==> config.mk <==
export PLATFORM = sky130hd
export DESIGN_NAME = rob_top
export DESIGN_NICKNAME = d
export VERILOG_FILES = /design/src/rtl/rob_pkg.sv /design/src/rtl/rob_alloc.sv /design/src/rtl/rob_core.sv /design/src/rtl/rob_commit.sv /design/src/rtl/rob_top.sv
export VERILOG_INCLUDE_DIRS = /design/src /design/src/include
export SDC_FILE = /design/constraint.sdc
export NUM_CORES = 2
export LEC_CHECK = 0
export ABC_CLOCK_PERIOD_IN_PS = 6470
export BUFFER_PORTS_ARGS = -buffer_cell sky130_fd_sc_hd__buf_2
export CORE_MARGIN = 2
export CORE_UTILIZATION = 40
export CTS_CLUSTER_DIAMETER = 120
export DETAILED_ROUTE_END_ITERATION = 10
export MAX_ROUTING_LAYER = met4
export PLACE_DENSITY = 0.52
export SETUP_SLACK_MARGIN = 0.15
export SLEW_MARGIN = 30
export SYNTH_ARGS = -nofsm -noshare
export SYNTH_HDL_FRONTEND = slang
export SYNTH_HIERARCHICAL = 1
export SYNTH_SLANG_ARGS = --single-unit
==> constraint.sdc <==
create_clock -name clk -period 6.47 [get_ports clk]
set_input_delay 0.647 -clock clk [delete_from_list [all_inputs] [get_ports clk]]
set_output_delay 0.647 -clock clk [all_outputs]
set_load 0.02 [all_outputs]
==> src/include/rob_defines.svh <==
// reorder buffer sizing and instruction-kind codes
// shared by the package and every RTL block of the buffer
`ifndef ROB_DEFINES_SVH
`define ROB_DEFINES_SVH

// ==============================
// sizing
// ==============================
`define ROB_DEPTH     16
`define DECODE_WIDTH  2
// commit masks assume exactly two slots
`define COMMIT_WIDTH  2

// ==============================
// instruction kinds
// ==============================
`define KIND_ALU    3'd0
`define KIND_BR     3'd1
`define KIND_LOAD   3'd2
`define KIND_STORE  3'd3
`define KIND_PRIV   3'd4

`endif

==> src/rtl/rob_pkg.sv <==
// reorder buffer types
// vector typedefs for indices, pointers, addresses and kinds
`default_nettype none

`include "rob_defines.svh"

package rob_pkg;

  // entry index into the buffer
  typedef logic [$clog2(`ROB_DEPTH)-1:0] rob_idx_t;

  // index with the position bit on top, tells full from empty
  typedef logic [$clog2(`ROB_DEPTH):0] rob_ptr_t;

  // occupancy 0..depth, same width as a pointer
  typedef logic [$clog2(`ROB_DEPTH):0] rob_cnt_t;

  // instruction address, also the redirect target
  typedef logic [31:0] pc_t;

  // instruction kind, see KIND_* codes
  typedef logic [2:0] kind_t;

endpackage

`default_nettype wire

==> src/rtl/rob_alloc.sv <==
// reorder buffer allocation side
// owns the tail pointer, checks free space and hands out
// one entry index and position bit per decode slot
`default_nettype none

`include "rob_defines.svh"

module rob_alloc import rob_pkg::*; (
  input  wire logic                            clk,
  input  wire logic                            rst_n,
  input  wire logic                            flush,
  input  wire logic [`DECODE_WIDTH-1:0]        alloc_valid,
  input  wire logic                            alloc_go,
  input  rob_ptr_t                             head_ptr,
  output logic                                 alloc_ready,
  output logic [`DECODE_WIDTH-1:0]             alloc_we,
  output rob_idx_t [`DECODE_WIDTH-1:0]         alloc_idx,
  output logic [`DECODE_WIDTH-1:0]             alloc_pos,
  output rob_ptr_t                             tail_ptr
);

  localparam int IDX_W = $bits(rob_idx_t);
  localparam int CNT_W = $clog2(`DECODE_WIDTH) + 1;

  rob_cnt_t                      occupancy;
  rob_ptr_t [`DECODE_WIDTH-1:0]  alloc_ptr;
  logic [CNT_W-1:0]              alloc_cnt;
  logic                          alloc_fire;

  // pointers carry the position bit so plain subtraction wraps right
  assign occupancy   = tail_ptr - head_ptr;
  // room for a full decode group
  assign alloc_ready = occupancy <= rob_cnt_t'(`ROB_DEPTH - `DECODE_WIDTH);
  assign alloc_fire  = alloc_ready & alloc_go & ~flush;

  always_comb begin
    alloc_cnt = '0;
    for (int i = 0; i < `DECODE_WIDTH; i++) begin
      alloc_ptr[i] = tail_ptr + rob_ptr_t'(i);
      alloc_idx[i] = alloc_ptr[i][IDX_W-1:0];
      alloc_pos[i] = alloc_ptr[i][IDX_W];
      alloc_we[i]  = alloc_fire & alloc_valid[i];
      // valid slots are packed from slot 0
      alloc_cnt    = alloc_cnt + CNT_W'(alloc_valid[i]);
    end
  end

  // ==============================
  // tail pointer
  // ==============================
  always_ff @(posedge clk or negedge rst_n) begin
    if (!rst_n) begin
      tail_ptr <= '0;
    end else if (flush) begin
      tail_ptr <= '0;
    end else if (alloc_fire) begin
      tail_ptr <= tail_ptr + rob_ptr_t'(alloc_cnt);
    end
  end

endmodule

`default_nettype wire

==> src/rtl/rob_core.sv <==
// reorder buffer entry storage
// writes entries at allocation, marks completion from two ALU
// writeback ports and one memory port, and reads the two
// entries at the head for the commit side
// non-load memory writebacks wait until their entry is oldest
`default_nettype none

`include "rob_defines.svh"

module rob_core import rob_pkg::*; #(
  parameter int ALU_PORTS = 2
) (
  input  wire logic                        clk,
  input  wire logic                        rst_n,
  // allocation writes
  input  wire logic [`DECODE_WIDTH-1:0]    alloc_we,
  input  rob_idx_t [`DECODE_WIDTH-1:0]     alloc_idx,
  input  pc_t [`DECODE_WIDTH-1:0]          alloc_pc,
  input  kind_t [`DECODE_WIDTH-1:0]        alloc_kind,
  input  wire logic [`DECODE_WIDTH-1:0]    alloc_excp,
  // ALU writeback
  input  wire logic [ALU_PORTS-1:0]        alu_wb_valid,
  input  rob_idx_t [ALU_PORTS-1:0]         alu_wb_idx,
  input  wire logic [ALU_PORTS-1:0]        alu_wb_redirect,
  input  pc_t [ALU_PORTS-1:0]              alu_wb_target,
  // memory writeback
  input  wire logic                        mem_wb_valid,
  input  rob_idx_t                         mem_wb_idx,
  input  wire logic                        mem_wb_load,
  input  wire logic                        mem_wb_excp,
  output logic                             mem_wb_ready,
  // head read
  input  rob_ptr_t                         head_ptr,
  output logic [`COMMIT_WIDTH-1:0]         rd_complete,
  output kind_t [`COMMIT_WIDTH-1:0]        rd_kind,
  output pc_t [`COMMIT_WIDTH-1:0]          rd_pc,
  output logic [`COMMIT_WIDTH-1:0]         rd_excp,
  output logic [`COMMIT_WIDTH-1:0]         rd_redirect,
  output pc_t [`COMMIT_WIDTH-1:0]          rd_target
);

  localparam int IDX_W = $bits(rob_idx_t);

  // completion flags
  logic [`ROB_DEPTH-1:0] complete_q;
  // entry payload
  pc_t                   pc_q     [`ROB_DEPTH];
  kind_t                 kind_q   [`ROB_DEPTH];
  pc_t                   target_q [`ROB_DEPTH];
  logic [`ROB_DEPTH-1:0] excp_q;
  logic [`ROB_DEPTH-1:0] redirect_q;

  rob_idx_t                      head_idx;
  rob_idx_t [`COMMIT_WIDTH-1:0]  rd_idx;
  logic                          mem_wb_fire;

  assign head_idx = head_ptr[IDX_W-1:0];

  // ==============================
  // memory ordering
  // ==============================
  // plain loads go any time, stores and the rest only at the head
  assign mem_wb_ready = mem_wb_load | (mem_wb_idx == head_idx);
  assign mem_wb_fire  = mem_wb_valid & mem_wb_ready;

  // ==============================
  // completion
  // ==============================
  always_ff @(posedge clk or negedge rst_n) begin
    if (!rst_n) begin
      complete_q <= '0;
    end else begin
      // an exception at allocation counts as done
      for (int i = 0; i < `DECODE_WIDTH; i++) begin
        if (alloc_we[i]) begin
          complete_q[alloc_idx[i]] <= alloc_excp[i];
        end
      end
      for (int i = 0; i < ALU_PORTS; i++) begin
        if (alu_wb_valid[i]) begin
          complete_q[alu_wb_idx[i]] <= 1'b1;
        end
      end
      if (mem_wb_fire) begin
        complete_q[mem_wb_idx] <= 1'b1;
      end
    end
  end

  // ==============================
  // payload
  // ==============================
  always_ff @(posedge clk) begin
    for (int i = 0; i < `DECODE_WIDTH; i++) begin
      if (alloc_we[i]) begin
        pc_q[alloc_idx[i]]       <= alloc_pc[i];
        kind_q[alloc_idx[i]]     <= alloc_kind[i];
        excp_q[alloc_idx[i]]     <= alloc_excp[i];
        // no redirect until an ALU says so
        redirect_q[alloc_idx[i]] <= 1'b0;
      end
    end
    for (int i = 0; i < ALU_PORTS; i++) begin
      if (alu_wb_valid[i]) begin
        redirect_q[alu_wb_idx[i]] <= alu_wb_redirect[i];
        target_q[alu_wb_idx[i]]   <= alu_wb_target[i];
      end
    end
    if (mem_wb_fire) begin
      excp_q[mem_wb_idx] <= mem_wb_excp;
    end
  end

  // head and head+1, index wraps on its own
  always_comb begin
    for (int i = 0; i < `COMMIT_WIDTH; i++) begin
      rd_idx[i]      = head_idx + rob_idx_t'(i);
      rd_complete[i] = complete_q[rd_idx[i]];
      rd_kind[i]     = kind_q[rd_idx[i]];
      rd_pc[i]       = pc_q[rd_idx[i]];
      rd_excp[i]     = excp_q[rd_idx[i]];
      rd_redirect[i] = redirect_q[rd_idx[i]];
      rd_target[i]   = target_q[rd_idx[i]];
    end
  end

endmodule

`default_nettype wire

==> src/rtl/rob_commit.sv <==
// reorder buffer commit side
// owns the head pointer, retires up to two entries in order
// second slot is held back behind a branch, a privileged op,
// a redirect or an exception
`default_nettype none

`include "rob_defines.svh"

module rob_commit import rob_pkg::*; (
  input  wire logic                        clk,
  input  wire logic                        rst_n,
  input  wire logic                        flush,
  input  rob_ptr_t                         tail_ptr,
  input  wire logic [`COMMIT_WIDTH-1:0]    rd_complete,
  input  kind_t [`COMMIT_WIDTH-1:0]        rd_kind,
  input  pc_t [`COMMIT_WIDTH-1:0]          rd_pc,
  input  wire logic [`COMMIT_WIDTH-1:0]    rd_excp,
  input  wire logic [`COMMIT_WIDTH-1:0]    rd_redirect,
  input  pc_t [`COMMIT_WIDTH-1:0]          rd_target,
  output rob_ptr_t                         head_ptr,
  output logic [`COMMIT_WIDTH-1:0]         cmt_valid,
  output pc_t [`COMMIT_WIDTH-1:0]          cmt_pc,
  output logic [`COMMIT_WIDTH-1:0]         cmt_excp,
  output logic [`COMMIT_WIDTH-1:0]         cmt_redirect,
  output pc_t [`COMMIT_WIDTH-1:0]          cmt_target
);

  localparam int CNT_W = $clog2(`COMMIT_WIDTH) + 1;

  rob_cnt_t                  occupancy;
  logic [`COMMIT_WIDTH-1:0]  valid_mask;
  logic [`COMMIT_WIDTH-1:0]  redirect_mask;
  logic [`COMMIT_WIDTH-1:0]  exc_mask;
  logic [`COMMIT_WIDTH-1:0]  br_mask;
  logic [`COMMIT_WIDTH-1:0]  priv_mask;
  logic [`COMMIT_WIDTH-1:0]  commit_mask;
  logic [CNT_W-1:0]          cmt_cnt;

  assign occupancy = tail_ptr - head_ptr;

  // ==============================
  // dual-commit masks
  // ==============================
  always_comb begin
    for (int i = 0; i < `COMMIT_WIDTH; i++) begin
      valid_mask[i] = occupancy > rob_cnt_t'(i);
    end
    // slot 0 is never masked
    redirect_mask[0] = 1'b1;
    exc_mask[0]      = 1'b1;
    br_mask[0]       = 1'b1;
    priv_mask[0]     = 1'b1;
    // redirect or exception must drain alone
    redirect_mask[1] = ~rd_redirect[0] & ~rd_redirect[1];
    exc_mask[1]      = ~rd_excp[0] & ~rd_excp[1];
    // one branch per cycle, nothing behind a privileged op
    br_mask[1]       = rd_kind[0] != `KIND_BR;
    priv_mask[1]     = rd_kind[0] != `KIND_PRIV;
    commit_mask      = redirect_mask & exc_mask & br_mask & priv_mask;

    cmt_valid[0] = valid_mask[0] & rd_complete[0] & commit_mask[0];
    cmt_valid[1] = cmt_valid[0] & valid_mask[1] & rd_complete[1] & commit_mask[1];
    cmt_cnt      = CNT_W'(cmt_valid[0]) + CNT_W'(cmt_valid[1]);
  end

  assign cmt_pc       = rd_pc;
  assign cmt_excp     = rd_excp;
  assign cmt_redirect = rd_redirect;
  assign cmt_target   = rd_target;

  // ==============================
  // head pointer
  // ==============================
  always_ff @(posedge clk or negedge rst_n) begin
    if (!rst_n) begin
      head_ptr <= '0;
    end else if (flush) begin
      head_ptr <= '0;
    end else begin
      head_ptr <= head_ptr + rob_ptr_t'(cmt_cnt);
    end
  end

endmodule

`default_nettype wire

==> src/rtl/rob_top.sv <==
// reorder buffer top level
// allocation side, entry storage and commit side joined by
// the head and tail pointers and the head read fields
`default_nettype none

`include "rob_defines.svh"

module rob_top import rob_pkg::*; (
  input  wire logic                        clk,
  input  wire logic                        rst_n,
  input  wire logic                        flush,
  // allocation
  input  wire logic [`DECODE_WIDTH-1:0]    alloc_valid,
  input  wire logic                        alloc_go,
  input  pc_t [`DECODE_WIDTH-1:0]          alloc_pc,
  input  kind_t [`DECODE_WIDTH-1:0]        alloc_kind,
  input  wire logic [`DECODE_WIDTH-1:0]    alloc_excp,
  output logic                             alloc_ready,
  output rob_idx_t [`DECODE_WIDTH-1:0]     alloc_idx,
  output logic [`DECODE_WIDTH-1:0]         alloc_pos,
  // ALU writeback
  input  wire logic [1:0]                  alu_wb_valid,
  input  rob_idx_t [1:0]                   alu_wb_idx,
  input  wire logic [1:0]                  alu_wb_redirect,
  input  pc_t [1:0]                        alu_wb_target,
  // memory writeback
  input  wire logic                        mem_wb_valid,
  input  rob_idx_t                         mem_wb_idx,
  input  wire logic                        mem_wb_load,
  input  wire logic                        mem_wb_excp,
  output logic                             mem_wb_ready,
  // commit
  output logic [`COMMIT_WIDTH-1:0]         cmt_valid,
  output pc_t [`COMMIT_WIDTH-1:0]          cmt_pc,
  output logic [`COMMIT_WIDTH-1:0]         cmt_excp,
  output logic [`COMMIT_WIDTH-1:0]         cmt_redirect,
  output pc_t [`COMMIT_WIDTH-1:0]          cmt_target
);

  rob_ptr_t                          head_ptr;
  rob_ptr_t                          tail_ptr;
  logic [`DECODE_WIDTH-1:0]          alloc_we;
  // head entry fields
  logic [`COMMIT_WIDTH-1:0]          rd_complete;
  kind_t [`COMMIT_WIDTH-1:0]         rd_kind;
  pc_t [`COMMIT_WIDTH-1:0]           rd_pc;
  logic [`COMMIT_WIDTH-1:0]          rd_excp;
  logic [`COMMIT_WIDTH-1:0]          rd_redirect;
  pc_t [`COMMIT_WIDTH-1:0]           rd_target;

  rob_alloc u_alloc (
    .clk         (clk),
    .rst_n       (rst_n),
    .flush       (flush),
    .alloc_valid (alloc_valid),
    .alloc_go    (alloc_go),
    .head_ptr    (head_ptr),
    .alloc_ready (alloc_ready),
    .alloc_we    (alloc_we),
    .alloc_idx   (alloc_idx),
    .alloc_pos   (alloc_pos),
    .tail_ptr    (tail_ptr)
  );

  rob_core u_core (
    .clk             (clk),
    .rst_n           (rst_n),
    .alloc_we        (alloc_we),
    .alloc_idx       (alloc_idx),
    .alloc_pc        (alloc_pc),
    .alloc_kind      (alloc_kind),
    .alloc_excp      (alloc_excp),
    .alu_wb_valid    (alu_wb_valid),
    .alu_wb_idx      (alu_wb_idx),
    .alu_wb_redirect (alu_wb_redirect),
    .alu_wb_target   (alu_wb_target),
    .mem_wb_valid    (mem_wb_valid),
    .mem_wb_idx      (mem_wb_idx),
    .mem_wb_load     (mem_wb_load),
    .mem_wb_excp     (mem_wb_excp),
    .mem_wb_ready    (mem_wb_ready),
    .head_ptr        (head_ptr),
    .rd_complete     (rd_complete),
    .rd_kind         (rd_kind),
    .rd_pc           (rd_pc),
    .rd_excp         (rd_excp),
    .rd_redirect     (rd_redirect),
    .rd_target       (rd_target)
  );

  rob_commit u_commit (
    .clk          (clk),
    .rst_n        (rst_n),
    .flush        (flush),
    .tail_ptr     (tail_ptr),
    .rd_complete  (rd_complete),
    .rd_kind      (rd_kind),
    .rd_pc        (rd_pc),
    .rd_excp      (rd_excp),
    .rd_redirect  (rd_redirect),
    .rd_target    (rd_target),
    .head_ptr     (head_ptr),
    .cmt_valid    (cmt_valid),
    .cmt_pc       (cmt_pc),
    .cmt_excp     (cmt_excp),
    .cmt_redirect (cmt_redirect),
    .cmt_target   (cmt_target)
  );

endmodule

`default_nettype wire

Word level (Yosys, flattened, before mapping)
Memories as Yosys holds them, arrays and structs flattened.
Cells that the tools add are included.
{"block": "classes", "n_lt_le_gt_ge": 15, "bitwise": 28, "reduce_logical": 6, "muxes": 52, "eq_ne": 3, "add_sub_neg": 7}
{"cell": "16-bit two-way mux", "n": 12}
{"cell": "16-bit bitwise mux", "n": 7}
{"cell": "16-bit OR", "n": 3}
{"cell": "4-bit by 5-bit less-than comparator with 1-bit output, second input constant", "n": 7}
{"cell": "16-bit bitwise AND", "n": 2}
{"cell": "16-bit NOT", "n": 2}
{"cell": "1-bit binary-select mux with 4-bit select", "n": 6}
{"cell": "1-bit demux with 4-bit select", "n": 5}
{"cell": "4-bit by 1-bit >= comparator with 1-bit output, second input constant", "n": 5}
{"cell": "1-bit two-way mux", "n": 19}
{"cell": "5-bit two-way mux", "n": 3}
{"cell": "1-bit bitwise AND", "n": 12}
{"cell": "5-bit by 2-bit adder with 5-bit output", "n": 2}
{"cell": "5-bit by 1-bit greater-than comparator with 1-bit output, second input constant", "n": 2}
{"cell": "2-bit bitwise AND", "n": 3}
{"cell": "5-bit by 1-bit adder with 5-bit output, second input constant", "n": 1}
{"cell": "5-bit by 4-bit less-or-equal comparator with 1-bit output, second input constant", "n": 1}
{"cell": "1-bit logical AND", "n": 5}
{"cell": "1-bit NOT", "n": 5}
{"cell": "5-bit subtractor", "n": 1}
{"cell": "1-bit by 1-bit adder with 2-bit output", "n": 2}
{"cell": "4-bit by 1-bit adder with 4-bit output, second input constant", "n": 1}
{"cell": "4-bit == test", "n": 1}
{"cell": "3-bit by 1-bit != test with 1-bit output, second input constant", "n": 1}
{"cell": "3 further kinds", "n": 3}
{"block": "word_totals", "elab_cells": 119, "output_inout_bits": 146, "ram_bits": 1072, "regBits": 58, "memories": 3}
{"memory": "u_core.pc_q", "words": 16, "width": 32, "read_ports": 2, "rd_ports_with_merged_regs": 0, "write_ports": 2, "line_no": "rob_core.sv:47", "rtl": "pc_t pc_q [`ROB_DEPTH];"}
{"memory": "u_core.target_q", "words": 16, "width": 32, "read_ports": 2, "rd_ports_with_merged_regs": 0, "write_ports": 2, "line_no": "rob_core.sv:49", "rtl": "pc_t target_q [`ROB_DEPTH];"}
{"memory": "u_core.kind_q", "words": 16, "width": 3, "read_ports": 1, "rd_ports_with_merged_regs": 0, "write_ports": 2, "line_no": "rob_core.sv:48", "rtl": "kind_t kind_q [`ROB_DEPTH];"}

Logic depth before layout (Yosys ltp)
{"block": "depth", "word_depth": 15, "depth_mapped": 16, "mapped_depth_nobuf": 13}

Modules after synthesis
Netlist, hierarchy kept.
{"module": "rob_core", "area_each_um2": 66088.4, "cells_per_inst": 4450, "instances": 1, "seq_area_each_um2": 33231.9}
{"module": "rob_commit", "area_each_um2": 1437.6, "cells_per_inst": 175, "instances": 1, "seq_area_each_um2": 125.1}
{"module": "rob_alloc", "area_each_um2": 576.8, "cells_per_inst": 63, "instances": 1, "seq_area_each_um2": 125.1}

Least setup slack after synthesis
OpenSTA, ideal clock, no wires.
{"block": "synth_path", "path_kind": "register to register", "startpoint": "reg u_alloc.tail_ptr[0]", "endpoint": "mem u_core/kind_q[1][0] in the netlist's numbering, enable pin", "stages_incl_launch_ff": 12, "arrival_time_ns": 5.615, "period_less_slack_ns": 6.091, "path_buffers": 1, "t_required_ns": 5.994, "path_slack_ns": 0.379, "setup_time_ns": 0.476, "path_cell_list": "dfrtp_1 > inv_1 > ha_1 > fa_1 > xor2_1 > nor4b_1 > mux2_4 > nor3b_2 > and3b_1 > or3b_1 > clkbuf_1 > o21ai_0"}
{"item": "start, declared", "line_no": "rob_alloc.sv:19", "rtl": "output rob_ptr_t tail_ptr"}
{"item": "start signal, assigned", "line_no": "rob_alloc.sv:57", "rtl": "tail_ptr <= tail_ptr + rob_ptr_t'(alloc_cnt);"}
{"item": "end, declared", "line_no": "rob_core.sv:48"}

==> results.yml <==
status:
  status: "finished, final reports clean"
placed_design:
  port_buffers: 306
  post-place-cells: 6676
  hpwlAfterDp_um: 136700
  place_congestion: 0.8468
power:
  seqPwrFrac: 0.337
  p_leak_uw: 0.02480
  sw_frac_of_total: 0.3373
  comb_power_share: 0.368
  pwr-share-clk: 0.295
  power.switching_uw: 8609
  p_int_uw: 16910
  p_per_area_nw_per_um2: 341.0
  ir_drop_mv: 0.3640
global_route:
  grt_pass1_wl_um: 338200
  grt_pass1_vias: 43500
  grt_max_degree: 145
  grt_usage: 0.2819
  antenna_found_initial: 61
  grt-ovfl-total: 0
worst_setup_path:
  crit_required_ps: 5820
  cpPeakStageDelay_ps: 970
  critPathTopFamily: "buffers and inverters"
  cp-end-kind: "output pin"
  cpMostUsedCell: "buf_4"
  startpoint_type: "register"
  arrival_ps: 5070
  cp_max_fo: 38
  critPathSlowestCell: "dfrtp_4"
  worstPathBufferInverterCount: 3
  critPathKind: "reg -> out"
  crit_chain: "buf_4 -> buf_4 -> mux4_2 -> a22oi_1 -> nand2_1 -> xnor2_1 -> o2111ai_1 -> a31oi_1 -> buf_2"
clocking:
  root_buffer: "clkbuf_16"
  cts_sinks: 1130
  numCtsBuffers: 141
  cts_resized: 0
  post-cts-setup-buffer-count: 0
  clkTransAtPathRegs_ps: 60
  ctsHtreeMaxLevel: 4
  tritoncts: "done"
  clock_latency_ps: 800
  cts_max_path_buffers: 3
sta:
  final-setup-viol-count: 0
  skew_ps: 19.33
  rsz0062_at_grt: "false"
  setup-tns-final_ps: 0
  timing.final.crit_share: 0.8842
  slew_headroom: 0.3138
  slew_viol_final: 0
  timing.hold.ws_ps: 215.5
  hold_viol_final: 0
  clock.fmax_mhz: 174.8
  tightestPinTransition_ps: 1029
  min_period_ps: 5721
drt:
  vias_per_cell: 6.381
  vias: 44430
  drt_pass1_iterations: 5
  ant_nets: 0
  drtIter0Drc: 4683
  drt-total-wl_um: 240600
  drc: 0
  wl_per_cell_um: 34.56
floorplan:
  die_w_um: 415.6
  io_pins: 307
  coreArea_um2: 168900
  chipHeight_um: 415.6
  die_area_um2: 172700
  rows: 151
  start_util: 0.4012
synth:
  avgSynthCellArea_um2: 14.50
  synth_cells: 4673
  synth_area_um2: 67760
  syn_nets: 4850
  yosysWarnings: 6
cells_and_area:
  syn2layout_area_growth_pct: 10.45
  nFillCells: 15310
  fin_cells: 6964
  finalNetCount: 4781
  drive_above_1_share: 0.3732
  post-route-util: 0.4431
min_path:
  hp-class: "in -> reg"
job:
  drv_cap: 0
## per-layer routing
layer	track usage	vias up	routed length, um
met1	0.3877	23700	103100
met4	0.09923	0	8032
li1	-	18390	-
met3	0.04662	407	17960
met2	0.4231	1938	111500
met5	-	-	0
## registers in the layout (all words and copies together) (netlist names)
register	flops
u_alloc/tail_ptr	5
u_core/kind_q	48
u_core/target_q	512
u_core/complete_q	16
u_core/pc_q	512
u_core/excp_q	16
u_commit/head_ptr	5
u_core/redirect_q	16
## power groups by stage
| stage | Combinational [uW] | Sequential (uW) | Clock (uW) |
|---|---|---|---|
| final | 9400 | 8590 | 7540 |
| after global routing | 9910 | 8610 | 7930 |
| after global placement | 9370 | 8720 | 0 |
| after CTS | 9440 | 8580 | 7680 |
| after floorplan | 7610 | 8610 | 0 |
| after detailed placement | 9400 | 8730 | 0 |
## worst reg2reg max path: cells and delay by family (launching register included)
kind | cells | cell delay [ps]
AO/OA/AOI/OAI | 1 | 210
adder cells (fa/ha/maj) | 1 | 310
buffers and inverters | 1 | 130
flip-flops | 1 | 970
multiplexers | 1 | 370
AND/OR/NAND/NOR | 6 | 2760
## stage by stage
step                power [uW]  instance area [um^2]  worst slack [ps]
floorplan                16220                 67770             379.4
global placement         18090                 70220              1273
detailed placement       18130                 70380              1331
CTS                      25700                 74680             651.8
global route             26450                 74840             590.8
finish                   25520                 74840             749.2
## cell type report
cell class                 count  area (um^2)  area share
sequential                  1130        33500      0.4476
multi-input combinational   2909        31510      0.4210
clock buffer                 187         3807     0.05087
tap                         2218         2775     0.03708
timing repair buffer         407         2619     0.03499
clock inverter                62        486.7    0.006503
antenna                       36        90.09    0.001204
inverter                      15        61.31   0.0008192
## what timing repair did
action / 4_1_cts / 5_1_grt
hold buffers: 1 / 0
setup endpoints to repair: 0 / 0
hold endpoints to repair: 26 / 0
## final timing paths
path                                            start                     to  slack, ps  cells past startpoint
worst min register to register  u_core/redirect_q[12]  u_core/redirect_q[12]        550                      2
max in group asynchronous                       rst_n   u_commit/head_ptr[3]       5360                      2
worst max-delay path             u_commit/head_ptr[1]           cmt_valid[1]        750                      9
min in group asynchronous                       rst_n   u_core/complete_q[1]        520                      2
worst max register to register   u_commit/head_ptr[1]     u_core/pc_q[2][21]       1300                     10
worst min-delay path                            flush   u_commit/head_ptr[3]        220                      2
## placed cells by master (no fill, tap or decap), drive strengths merged, types with 19 or more instances in the layout
master  count
a22oi     111
dfxtp      32
inv        22
dfrtp      26
edfxtp   1072
nand3      23
clkinv     50
a221oi    140
diode      36
mux2      950
or3        19
nand2     536
mux4      475
buf       406
clkbuf    187
nor2       51
mux2i     282
o21ai     121
Note: power is estimated with default switching activity, not from simulation.
